File: src/common/mips_isa_pkg.sv
// Word and register types, instruction field helpers, opcode and funct codes
`default_nettype none

package mips_isa_pkg;

    typedef logic [31:0] word_t;      // Data or address word
    typedef logic [4:0]  reg_addr_t;  // Register number
    typedef logic [5:0]  opcode_t;
    typedef logic [5:0]  funct_t;
    typedef logic [15:0] imm16_t;

    // Major opcodes
    localparam opcode_t OP_RTYPE = 6'h00;
    localparam opcode_t OP_BEQ   = 6'h04;
    localparam opcode_t OP_ADDIU = 6'h09;
    localparam opcode_t OP_LUI   = 6'h0f;
    localparam opcode_t OP_LW    = 6'h23;
    localparam opcode_t OP_SW    = 6'h2b;

    // R-type function codes
    localparam funct_t FN_JR   = 6'h08;
    localparam funct_t FN_ADDU = 6'h21;
    localparam funct_t FN_SUBU = 6'h23;
    localparam funct_t FN_AND  = 6'h24;
    localparam funct_t FN_OR   = 6'h25;
    localparam funct_t FN_SLT  = 6'h2a;

    localparam reg_addr_t REG_V0 = 5'd2;
    localparam word_t NOP_INSTR = 32'h0000_0000;  // sll $0, $0, 0

    function automatic opcode_t instr_opcode(input word_t instr);
        return instr[31:26];
    endfunction

    function automatic reg_addr_t instr_rs(input word_t instr);
        return instr[25:21];
    endfunction

    function automatic reg_addr_t instr_rt(input word_t instr);
        return instr[20:16];
    endfunction

    function automatic reg_addr_t instr_rd(input word_t instr);
        return instr[15:11];
    endfunction

    function automatic funct_t instr_funct(input word_t instr);
        return instr[5:0];
    endfunction

    function automatic imm16_t instr_imm(input word_t instr);
        return instr[15:0];
    endfunction

endpackage

`default_nettype wire

File: src/common/mips_pipe_pkg.sv
// ALU operation codes, fetch run state and reset vector
`default_nettype none

package mips_pipe_pkg;

    import mips_isa_pkg::*;

    typedef logic [2:0] alu_ctrl_t;

    localparam alu_ctrl_t ALU_ADD = 3'd0;
    localparam alu_ctrl_t ALU_SUB = 3'd1;
    localparam alu_ctrl_t ALU_AND = 3'd2;
    localparam alu_ctrl_t ALU_OR  = 3'd3;
    localparam alu_ctrl_t ALU_SLT = 3'd4;  // Signed compare
    localparam alu_ctrl_t ALU_LUI = 3'd5;  // Immediate into upper half

    // Fetch state, HALTED only left by reset
    typedef enum logic {
        RUNNING,
        HALTED
    } run_state_t;

    localparam word_t RESET_VECTOR = 32'hBFC0_0000;

endpackage

`default_nettype wire

File: src/fetch/fetch_stage.sv
// PC register, next PC selection, fetch/decode register and run/halt state
`timescale 1ns/1ps
`default_nettype none

module fetch_stage
    import mips_isa_pkg::*, mips_pipe_pkg::*;
#(
    parameter word_t RESET_PC = RESET_VECTOR
) (
    input  logic  clk,
    input  logic  reset,
    input  logic  clk_enable,
    input  logic  stall_f,
    input  logic  stall_d,
    input  logic  pc_src_d,
    input  logic  halt_d,
    input  word_t branch_target_d,
    input  word_t instr_readdata,
    output word_t instr_address,
    output word_t instr_d,
    output word_t pc_plus4_d,
    output logic  running
);

    word_t      pc;
    word_t      pc_plus4;
    run_state_t state;

    assign pc_plus4      = pc + 32'd4;
    assign instr_address = pc;
    assign running       = (state == RUNNING);

    // A stalled decode keeps its branch, so pc_src_d is ignored while stalled
    always_ff @(posedge clk) begin
        if (reset) begin
            pc <= RESET_PC;
        end else if (clk_enable && running && !stall_f) begin
            pc <= pc_src_d ? branch_target_d : pc_plus4;
        end
    end

    always_ff @(posedge clk) begin
        if (reset) begin
            state <= RUNNING;
        end else if (clk_enable && halt_d && !stall_d) begin
            state <= HALTED;
        end
    end

    always_ff @(posedge clk) begin
        if (reset) begin
            instr_d <= NOP_INSTR;
        end else if (clk_enable && !stall_d) begin
            if (pc_src_d || halt_d || !running) begin
                instr_d <= NOP_INSTR;  // Squash wrong path
            end else begin
                instr_d <= instr_readdata;
            end
        end
    end

    always_ff @(posedge clk) begin
        if (clk_enable && !stall_d) begin
            pc_plus4_d <= pc_plus4;
        end
    end

endmodule

`default_nettype wire

File: src/decode/register_file.sv
// 32 x 32 register file with write-through reads and v0 tap
`timescale 1ns/1ps
`default_nettype none

module register_file
    import mips_isa_pkg::*;
(
    input  logic      clk,
    input  logic      reset,
    input  logic      clk_enable,
    input  logic      write_enable,
    input  reg_addr_t read_addr_1,
    input  reg_addr_t read_addr_2,
    input  reg_addr_t write_addr,
    input  word_t     write_data,
    output word_t     read_data_1,
    output word_t     read_data_2,
    output word_t     v0
);

    word_t regs [32];

    always_ff @(posedge clk) begin
        if (reset) begin
            for (int i = 0; i < 32; i++) begin
                regs[i] <= '0;
            end
        end else if (clk_enable && write_enable && write_addr != '0) begin
            regs[write_addr] <= write_data;
        end
    end

    // Same-cycle write is seen by decode
    assign read_data_1 = (read_addr_1 == '0) ? '0 :
                         (write_enable && write_addr == read_addr_1) ? write_data :
                         regs[read_addr_1];
    assign read_data_2 = (read_addr_2 == '0) ? '0 :
                         (write_enable && write_addr == read_addr_2) ? write_data :
                         regs[read_addr_2];

    assign v0 = regs[REG_V0];

endmodule

`default_nettype wire

File: src/decode/decode_stage.sv
// Control decoding, branch compare and target, decode/execute register
`timescale 1ns/1ps
`default_nettype none

module decode_stage
    import mips_isa_pkg::*, mips_pipe_pkg::*;
(
    input  logic      clk,
    input  logic      reset,
    input  logic      clk_enable,
    input  logic      flush_e,
    input  word_t     instr_d,
    input  word_t     pc_plus4_d,
    input  word_t     read_data_1,
    input  word_t     read_data_2,
    output reg_addr_t read_addr_1,
    output reg_addr_t read_addr_2,
    output logic      pc_src_d,
    output logic      branch_d,
    output logic      halt_d,
    output word_t     branch_target_d,
    output logic      reg_write_e,
    output logic      mem_read_e,
    output logic      mem_write_e,
    output logic      alu_src_imm_e,
    output alu_ctrl_t alu_ctrl_e,
    output word_t     operand_a_e,
    output word_t     operand_b_e,
    output word_t     imm_e,
    output reg_addr_t src_a_e,
    output reg_addr_t src_b_e,
    output reg_addr_t dest_e
);

    opcode_t   opcode;
    funct_t    funct;
    reg_addr_t rs;
    reg_addr_t rt;
    reg_addr_t rd;
    imm16_t    imm;
    word_t     imm_ext;
    logic      is_beq;
    logic      is_jr;
    logic      reg_write_d;
    logic      mem_read_d;
    logic      mem_write_d;
    logic      alu_src_imm_d;
    alu_ctrl_t alu_ctrl_d;

    assign opcode  = instr_opcode(instr_d);
    assign funct   = instr_funct(instr_d);
    assign rs      = instr_rs(instr_d);
    assign rt      = instr_rt(instr_d);
    assign rd      = instr_rd(instr_d);
    assign imm     = instr_imm(instr_d);
    assign imm_ext = {{16{imm[15]}}, imm};

    assign read_addr_1 = rs;
    assign read_addr_2 = rt;

    always_comb begin
        reg_write_d   = 1'b0;
        mem_read_d    = 1'b0;
        mem_write_d   = 1'b0;
        alu_src_imm_d = 1'b0;
        alu_ctrl_d    = ALU_ADD;
        case (opcode)
            OP_RTYPE: begin
                reg_write_d = funct inside {FN_ADDU, FN_SUBU, FN_AND, FN_OR, FN_SLT};
                case (funct)
                    FN_SUBU: alu_ctrl_d = ALU_SUB;
                    FN_AND:  alu_ctrl_d = ALU_AND;
                    FN_OR:   alu_ctrl_d = ALU_OR;
                    FN_SLT:  alu_ctrl_d = ALU_SLT;
                    default: alu_ctrl_d = ALU_ADD;
                endcase
            end
            OP_ADDIU, OP_LUI, OP_LW: begin
                reg_write_d   = 1'b1;
                mem_read_d    = (opcode == OP_LW);
                alu_src_imm_d = 1'b1;
                alu_ctrl_d    = (opcode == OP_LUI) ? ALU_LUI : ALU_ADD;
            end
            OP_SW: begin
                mem_write_d   = 1'b1;
                alu_src_imm_d = 1'b1;
            end
            default: ;  // beq and nops carry no execute control
        endcase
    end

    // Branches and jr resolve here, jr $0 stops the core
    assign is_beq   = (opcode == OP_BEQ);
    assign is_jr    = (opcode == OP_RTYPE) && (funct == FN_JR);
    assign branch_d = is_beq || is_jr;
    assign halt_d   = is_jr && (rs == '0);
    assign pc_src_d = (is_beq && read_data_1 == read_data_2) || (is_jr && rs != '0);

    assign branch_target_d = is_jr ? read_data_1 : pc_plus4_d + {imm_ext[29:0], 2'b00};

    always_ff @(posedge clk) begin
        if (reset) begin
            reg_write_e <= 1'b0;
            mem_read_e  <= 1'b0;
            mem_write_e <= 1'b0;
        end else if (clk_enable) begin
            reg_write_e <= reg_write_d && !flush_e;  // Bubble on flush
            mem_read_e  <= mem_read_d && !flush_e;
            mem_write_e <= mem_write_d && !flush_e;
        end
    end

    always_ff @(posedge clk) begin
        if (clk_enable) begin
            alu_src_imm_e <= alu_src_imm_d;
            alu_ctrl_e    <= alu_ctrl_d;
            operand_a_e   <= read_data_1;
            operand_b_e   <= read_data_2;
            imm_e         <= imm_ext;
            src_a_e       <= rs;
            src_b_e       <= rt;
            dest_e        <= (opcode == OP_RTYPE) ? rd : rt;
        end
    end

endmodule

`default_nettype wire

File: src/execute/execute_stage.sv
// Forwarding, ALU, data bus drive, execute/writeback register and activity flag
`timescale 1ns/1ps
`default_nettype none

module execute_stage
    import mips_isa_pkg::*, mips_pipe_pkg::*;
(
    input  logic      clk,
    input  logic      reset,
    input  logic      clk_enable,
    input  logic      reg_write_e,
    input  logic      mem_read_e,
    input  logic      mem_write_e,
    input  logic      alu_src_imm_e,
    input  alu_ctrl_t alu_ctrl_e,
    input  word_t     operand_a_e,
    input  word_t     operand_b_e,
    input  word_t     imm_e,
    input  reg_addr_t src_a_e,
    input  reg_addr_t src_b_e,
    input  reg_addr_t dest_e,
    input  word_t     data_readdata,
    output word_t     data_address,
    output word_t     data_writedata,
    output logic      data_read,
    output logic      data_write,
    output logic      reg_write_w,
    output reg_addr_t write_reg_w,
    output word_t     result_w,
    output reg_addr_t write_reg_e,
    input  logic      running,
    output logic      active
);

    logic  fwd_a;
    logic  fwd_b;
    word_t src_a;
    word_t src_b;
    word_t alu_b;
    word_t alu_result;

    // Bypass from the writeback register
    assign fwd_a = reg_write_w && (write_reg_w != '0) && (write_reg_w == src_a_e);
    assign fwd_b = reg_write_w && (write_reg_w != '0) && (write_reg_w == src_b_e);
    assign src_a = fwd_a ? result_w : operand_a_e;
    assign src_b = fwd_b ? result_w : operand_b_e;
    assign alu_b = alu_src_imm_e ? imm_e : src_b;

    always_comb begin
        case (alu_ctrl_e)
            ALU_SUB: alu_result = src_a - alu_b;
            ALU_AND: alu_result = src_a & alu_b;
            ALU_OR:  alu_result = src_a | alu_b;
            ALU_SLT: alu_result = {31'b0, $signed(src_a) < $signed(alu_b)};
            ALU_LUI: alu_result = {alu_b[15:0], 16'h0000};
            default: alu_result = src_a + alu_b;
        endcase
    end

    assign data_address   = alu_result;
    assign data_writedata = src_b;  // Store data is rt
    assign data_read      = mem_read_e;
    assign data_write     = mem_write_e;

    // Zero when nothing is written, seen by the hazard unit
    assign write_reg_e = reg_write_e ? dest_e : '0;

    always_ff @(posedge clk) begin
        if (reset) begin
            reg_write_w <= 1'b0;
        end else if (clk_enable) begin
            reg_write_w <= reg_write_e;
        end
    end

    always_ff @(posedge clk) begin
        if (clk_enable) begin
            write_reg_w <= dest_e;
            result_w    <= mem_read_e ? data_readdata : alu_result;
        end
    end

    // Stays high until fetch halted and both registers drained
    always_ff @(posedge clk) begin
        if (reset) begin
            active <= 1'b1;
        end else if (clk_enable) begin
            active <= running || reg_write_e || mem_write_e || reg_write_w;
        end
    end

endmodule

`default_nettype wire

File: src/source/hazard_unit.sv
// Branch dependency stall and execute bubble
`timescale 1ns/1ps
`default_nettype none

module hazard_unit
    import mips_isa_pkg::*;
(
    input  logic      branch_d,
    input  reg_addr_t src_1_d,
    input  reg_addr_t src_2_d,
    input  logic      reg_write_e,
    input  reg_addr_t write_reg_e,
    output logic      stall_f,
    output logic      stall_d,
    output logic      flush_e
);

    logic depends_on_e;

    // Other operands are covered by forwarding and the write-through file
    assign depends_on_e = reg_write_e && (write_reg_e != '0) &&
                          (write_reg_e == src_1_d || write_reg_e == src_2_d);

    assign stall_f = branch_d && depends_on_e;
    assign stall_d = stall_f;
    assign flush_e = stall_f;  // Bubble while the branch waits

endmodule

`default_nettype wire

File: src/source/mips_cpu.sv
// Top level of the pipelined core with its Harvard bus
`timescale 1ns/1ps
`default_nettype none

module mips_cpu
    import mips_isa_pkg::*, mips_pipe_pkg::*;
#(
    parameter word_t RESET_PC = RESET_VECTOR
) (
    input  logic  clk,
    input  logic  reset,
    input  logic  clk_enable,
    output logic  active,
    output word_t register_v0,

    output word_t instr_address,
    input  word_t instr_readdata,

    output word_t data_address,
    output logic  data_write,
    output logic  data_read,
    output word_t data_writedata,
    input  word_t data_readdata
);

    // Fetch and decode
    word_t     instr_d;
    word_t     pc_plus4_d;
    word_t     branch_target_d;
    logic      pc_src_d;
    logic      branch_d;
    logic      halt_d;
    logic      running;
    reg_addr_t read_addr_1;
    reg_addr_t read_addr_2;
    word_t     read_data_1;
    word_t     read_data_2;

    // Decode/execute register
    logic      reg_write_e;
    logic      mem_read_e;
    logic      mem_write_e;
    logic      alu_src_imm_e;
    alu_ctrl_t alu_ctrl_e;
    word_t     operand_a_e;
    word_t     operand_b_e;
    word_t     imm_e;
    reg_addr_t src_a_e;
    reg_addr_t src_b_e;
    reg_addr_t dest_e;
    reg_addr_t write_reg_e;

    // Writeback
    logic      reg_write_w;
    reg_addr_t write_reg_w;
    word_t     result_w;

    logic      stall_f;
    logic      stall_d;
    logic      flush_e;

    fetch_stage #(
        .RESET_PC(RESET_PC)
    ) u_fetch (.*);

    register_file u_register_file (
        .clk         (clk),
        .reset       (reset),
        .clk_enable  (clk_enable),
        .write_enable(reg_write_w),
        .read_addr_1 (read_addr_1),
        .read_addr_2 (read_addr_2),
        .write_addr  (write_reg_w),
        .write_data  (result_w),
        .read_data_1 (read_data_1),
        .read_data_2 (read_data_2),
        .v0          (register_v0)
    );

    decode_stage u_decode (.*);

    execute_stage u_execute (.*);

    hazard_unit u_hazard (
        .branch_d   (branch_d),
        .src_1_d    (read_addr_1),
        .src_2_d    (read_addr_2),
        .reg_write_e(reg_write_e),
        .write_reg_e(write_reg_e),
        .stall_f    (stall_f),
        .stall_d    (stall_d),
        .flush_e    (flush_e)
    );

endmodule

`default_nettype wire

File: config.mk
export PLATFORM = sky130hd
export DESIGN_NAME = mips_cpu
export DESIGN_NICKNAME = d
export VERILOG_FILES = /design/src/common/mips_isa_pkg.sv /design/src/common/mips_pipe_pkg.sv /design/src/fetch/fetch_stage.sv /design/src/decode/register_file.sv /design/src/decode/decode_stage.sv /design/src/execute/execute_stage.sv /design/src/source/hazard_unit.sv /design/src/source/mips_cpu.sv
export SDC_FILE = /design/constraint.sdc
export NUM_CORES = 2
export LEC_CHECK = 0
export ABC_AREA = 0
export BUFFER_PORTS_ARGS = -buffer_cell sky130_fd_sc_hd__buf_2
export CAP_MARGIN = 20
export CORE_MARGIN = 2
export CORE_UTILIZATION = 31
export CTS_CLUSTER_DIAMETER = 80
export DETAILED_ROUTE_END_ITERATION = 10
export PLACE_DENSITY = 0.54
export RECOVER_POWER = 25
export SETUP_SLACK_MARGIN = 0.3
export SLEW_MARGIN = 40
export SYNTH_ARGS = -nofsm -noshare
export SYNTH_HDL_FRONTEND = slang
export SYNTH_SLANG_ARGS = --single-unit
File: constraint.sdc
create_clock -name clk -period 15.61 [get_ports clk]
set_clock_uncertainty 0.1 [all_clocks]
set_input_delay 4.683 -clock clk [delete_from_list [all_inputs] [get_ports clk]]
set_output_delay 4.683 -clock clk [all_outputs]
set_load 0.03 [all_outputs]
==> results_dict.tcl <==
set metrics [dict create \
    die_w_um 492 \
    htreeDepth 4 \
    hold_viol 0 \
    clk_latency_ns 0.82 \
    synth_top_area_frac 0.484 \
    nFillCells 23200 \
    reg2reg_slack_ns 2.89 \
    cts_tree "built" \
    syn_to_final_growth_pct 13.0 \
    grt_pass1_wl_mm 435 \
    clock-root-buffer "clkbuf_16" \
    min_period_ns 13.13 \
    violations "max-capacitance violations, max-slew violations" \
    path_class "reg -> out" \
    seqCellArea_um2 37400 \
    nets 6169 \
    io_pins 198 \
    post_cts_buffers 0 \
    hold_buffers 0 \
    gp_congestion 0.916 \
    r2r_cells 17 \
    die-area_um2 242000 \
    cts.sinks 1272 \
    synth_cell_type_count 93 \
    cp_cell_sequence "or3_1, o31ai_1, nor4_1, buf_4, mux2_2, mux2_2, inv_1, ha_1, inv_1, nand3_1, or4_1, or4_1, a21oi_1, o311ai_0, a2111oi_0, o41ai_1, mux2i_1, nand3_1, buf_2" \
    initial_utilization 0.311 \
    synth_edf_count 1192 \
    async_flop_share 0 \
    via_per_inst 5.99 \
    cts_buffers 149 \
    avgSynthCellArea_um2 12.6 \
    worst_pin_slew_ns 5.08 \
    maxSlewViolCount 1042 \
    hold_path_end "u_decode.imm_e[8]" \
    path_clk_slew_ns 0.06 \
    clock_path_buffers 3 \
    worstSetupStartpointType "flip-flop" \
    p_per_area_nw_per_um2 112 \
    synth_area_leaders "edfxtp_1 (48%), mux4_2 (14%), and2_1 (8.1%), mux2i_1 (2.6%), dfxtp_1 (2.2%)" \
    cts.repair.resized 0 \
    ys_warn_count 0 \
    finalSetupTns_ns 0 \
    antenna_found_initial 24 \
    crit_required_ns 10.83 \
    portBuffers 197 \
    placementRows 179 \
    drive_gt1_frac 0.202 \
    crit_fanout 32 \
    power_leakage_nw 29.2 \
    core_um2 237000 \
    rsz0062_at_grt "false" \
    cap_violations 39 \
    grt_pass1_vias 53200 \
    finalCritPeriodShare 0.841 \
    use_met2 0.380 \
    max_stage_delay_ns 0.75 \
    top_usage_layer "met2" \
    hold-path-cell-count 0 \
    hpwl_mm 208 \
    multi_input_area_um2 34300 \
    ys_ff_latch 1272 \
    grt_util_met3 0.0671 \
    use_met1 0.349 \
    vias 55500 \
    gr-total-overflow 0 \
    synthFlopType "edfxtp_1" \
    drt_pass1_iterations 6 \
    max_freq_mhz 76.2 \
    ant_nets 0 \
    holdWs_ns 0.385 \
    hold_start "u_fetch.instr_d[8]" \
    arrival_ns 8.35 \
    wl_mm 317 \
    slew_headroom -2.39 \
    endpoint_kind "output port" \
    drt_iter0_drc 8386 \
    setup_viol 0 \
    min_path_type "reg -> reg" \
    crit_slowest_cell "or3_1" \
    r2r_end "u_fetch.instr_address[0]" \
    die_h_um 492 \
    status "complete, but fails checks" \
    syn_area_um2 73900 \
    ys_seq_area_frac 0.506 \
    netlist_instances 5877 \
    track_usage 0.254 \
    wire_per_inst_um 34.2 \
    drc 0 \
    yosysTopAreaCell "edfxtp_1" \
    grt_max_degree 98 \
    vdd_drop_max_mv 0.131 \
]
[power by group]
group          switching (mW)  leakage (nW)  internal, mW
combinational            1.32          14.0         0.581
sequential              0.112          12.9          3.89
clock                    1.53          2.26          1.90
total                    2.96          29.2          6.37
[per-layer routing]
metal / part of all wire / vias up
met5: 0.00011 / -
met3: 0.12 / 637
li1: - / 22600
met1: 0.40 / 28500
met2: 0.43 / 3706
met4: 0.048 / 6
[state kept, by name, summed over array words and instances (netlist names), 3 cells and up, named ones only]
| register | cells |
|---|---|
| u_register_file.regs | 1024 |
| u_decode.operand_a_e | 32 |
| u_fetch.instr_d | 32 |
| u_fetch.pc_plus4_d | 32 |
| u_decode.src_a_e | 5 |
| u_decode.operand_b_e | 32 |
| u_fetch.instr_address | 32 |
| u_decode.alu_ctrl_e | 3 |
| u_decode.imm_e | 16 |
| u_decode.src_b_e | 5 |
| u_execute.write_reg_w | 5 |
| u_execute.result_w | 32 |
| u_decode.dest_e | 5 |
[final cells by class]
| cell class | count | share of cell area |
|---|---|---|
| Antenna cell | 7 | 0.000210 |
| Clock buffer | 205 | 0.0491 |
| Clock inverter | 63 | 0.00675 |
| Inverter | 143 | 0.00644 |
| Multi-Input combinational cell | 3965 | 0.410 |
| Sequential cell | 1272 | 0.448 |
| Tap cell | 3167 | 0.0474 |
| Timing Repair Buffer | 442 | 0.0325 |
[Yosys cell counts (all sizes together), types with 134 or more instances]
cell type / count
o21ai: 204
mux4: 460
and2: 966
inv: 141
a21oi: 196
clkbuf: 387
nand2: 200
mux2i: 193
nor3: 134
nor2: 315
edfxtp: 1192
buf: 141
[metrics by stage]
step / utilization / setup WS (ns) / cells / cell area, um2 / total power, mW
after global routing: 0.352 / 1.89 / 9259 / 83600 / 9.56
after detailed placement: 0.334 / 3.45 / 8983 / 79200 / 5.90
after floorplan: - / 4.84 / 5908 / 74000 / 5.09
after CTS: 0.353 / 2.59 / 9251 / 83900 / 9.30
final: 0.352 / 2.48 / 9264 / 83600 / 9.33
after global placement: 0.333 / 3.57 / 8970 / 79000 / 5.88
[cell usage in the layout (no fill, tap or decap), drive strengths merged, types with 80 or more instances in the layout]
| cell type | netlist | layout |
|---|---|---|
| ha | 126 | 126 |
| nor3 | 134 | 134 |
| mux4 | 460 | 460 |
| a22oi | 112 | 112 |
| dfxtp | 80 | 80 |
| clkbuf | 387 | 314 |
| a21oi | 196 | 196 |
| o21ai | 204 | 204 |
| edfxtp | 1192 | 1192 |
| and2 | 966 | 966 |
| nor2 | 315 | 315 |
| mux2 | 113 | 113 |
| nand2 | 200 | 200 |
| inv | 141 | 149 |
| buf | 141 | 333 |
| mux2i | 193 | 193 |
[worst max-delay path, delay by kind of cell, from the launching register on]
family / cells / cell delay [ns]
multiplexers: 3 / 0.88
AND/OR/NAND/NOR: 6 / 2.79
flip-flops: 1 / 0.73
buffers and inverters: 4 / 1.14
AO/OA/AOI/OAI: 5 / 1.60
adder cells (fa/ha/maj): 1 / 0.35
[kinds of logic after synthesis]
group | share of synthesized area
and+or+nand+nor | 0.144
adders and majority gates | 0.0221
buffers and inverters | 0.0389
other | 0.0000507
xor gates and xnor gates | 0.0108
muxes | 0.184
AOI/OAI and AO/OA | 0.0949
DFF | 0.506
[how the worst max path moves through the flow]
stage | endpoint | slack, ns | start | cells after the start
finish | data_address[29] | 2.48 | u_execute.write_reg_w[3] | 19
CTS | data_address[29] | 2.59 | u_execute.write_reg_w[3] | 16
global route | u_fetch.instr_address[11] | 1.89 | flip-flop | 16
floorplan | data_address[28] | 4.84 | u_execute.write_reg_w[4] | 19
global placement | data_address[29] | 3.57 | u_execute.write_reg_w[3] | 16
detailed placement | data_address[29] | 3.45 | u_execute.write_reg_w[3] | 16
Note: power is estimated with default switching activity, not from simulation.
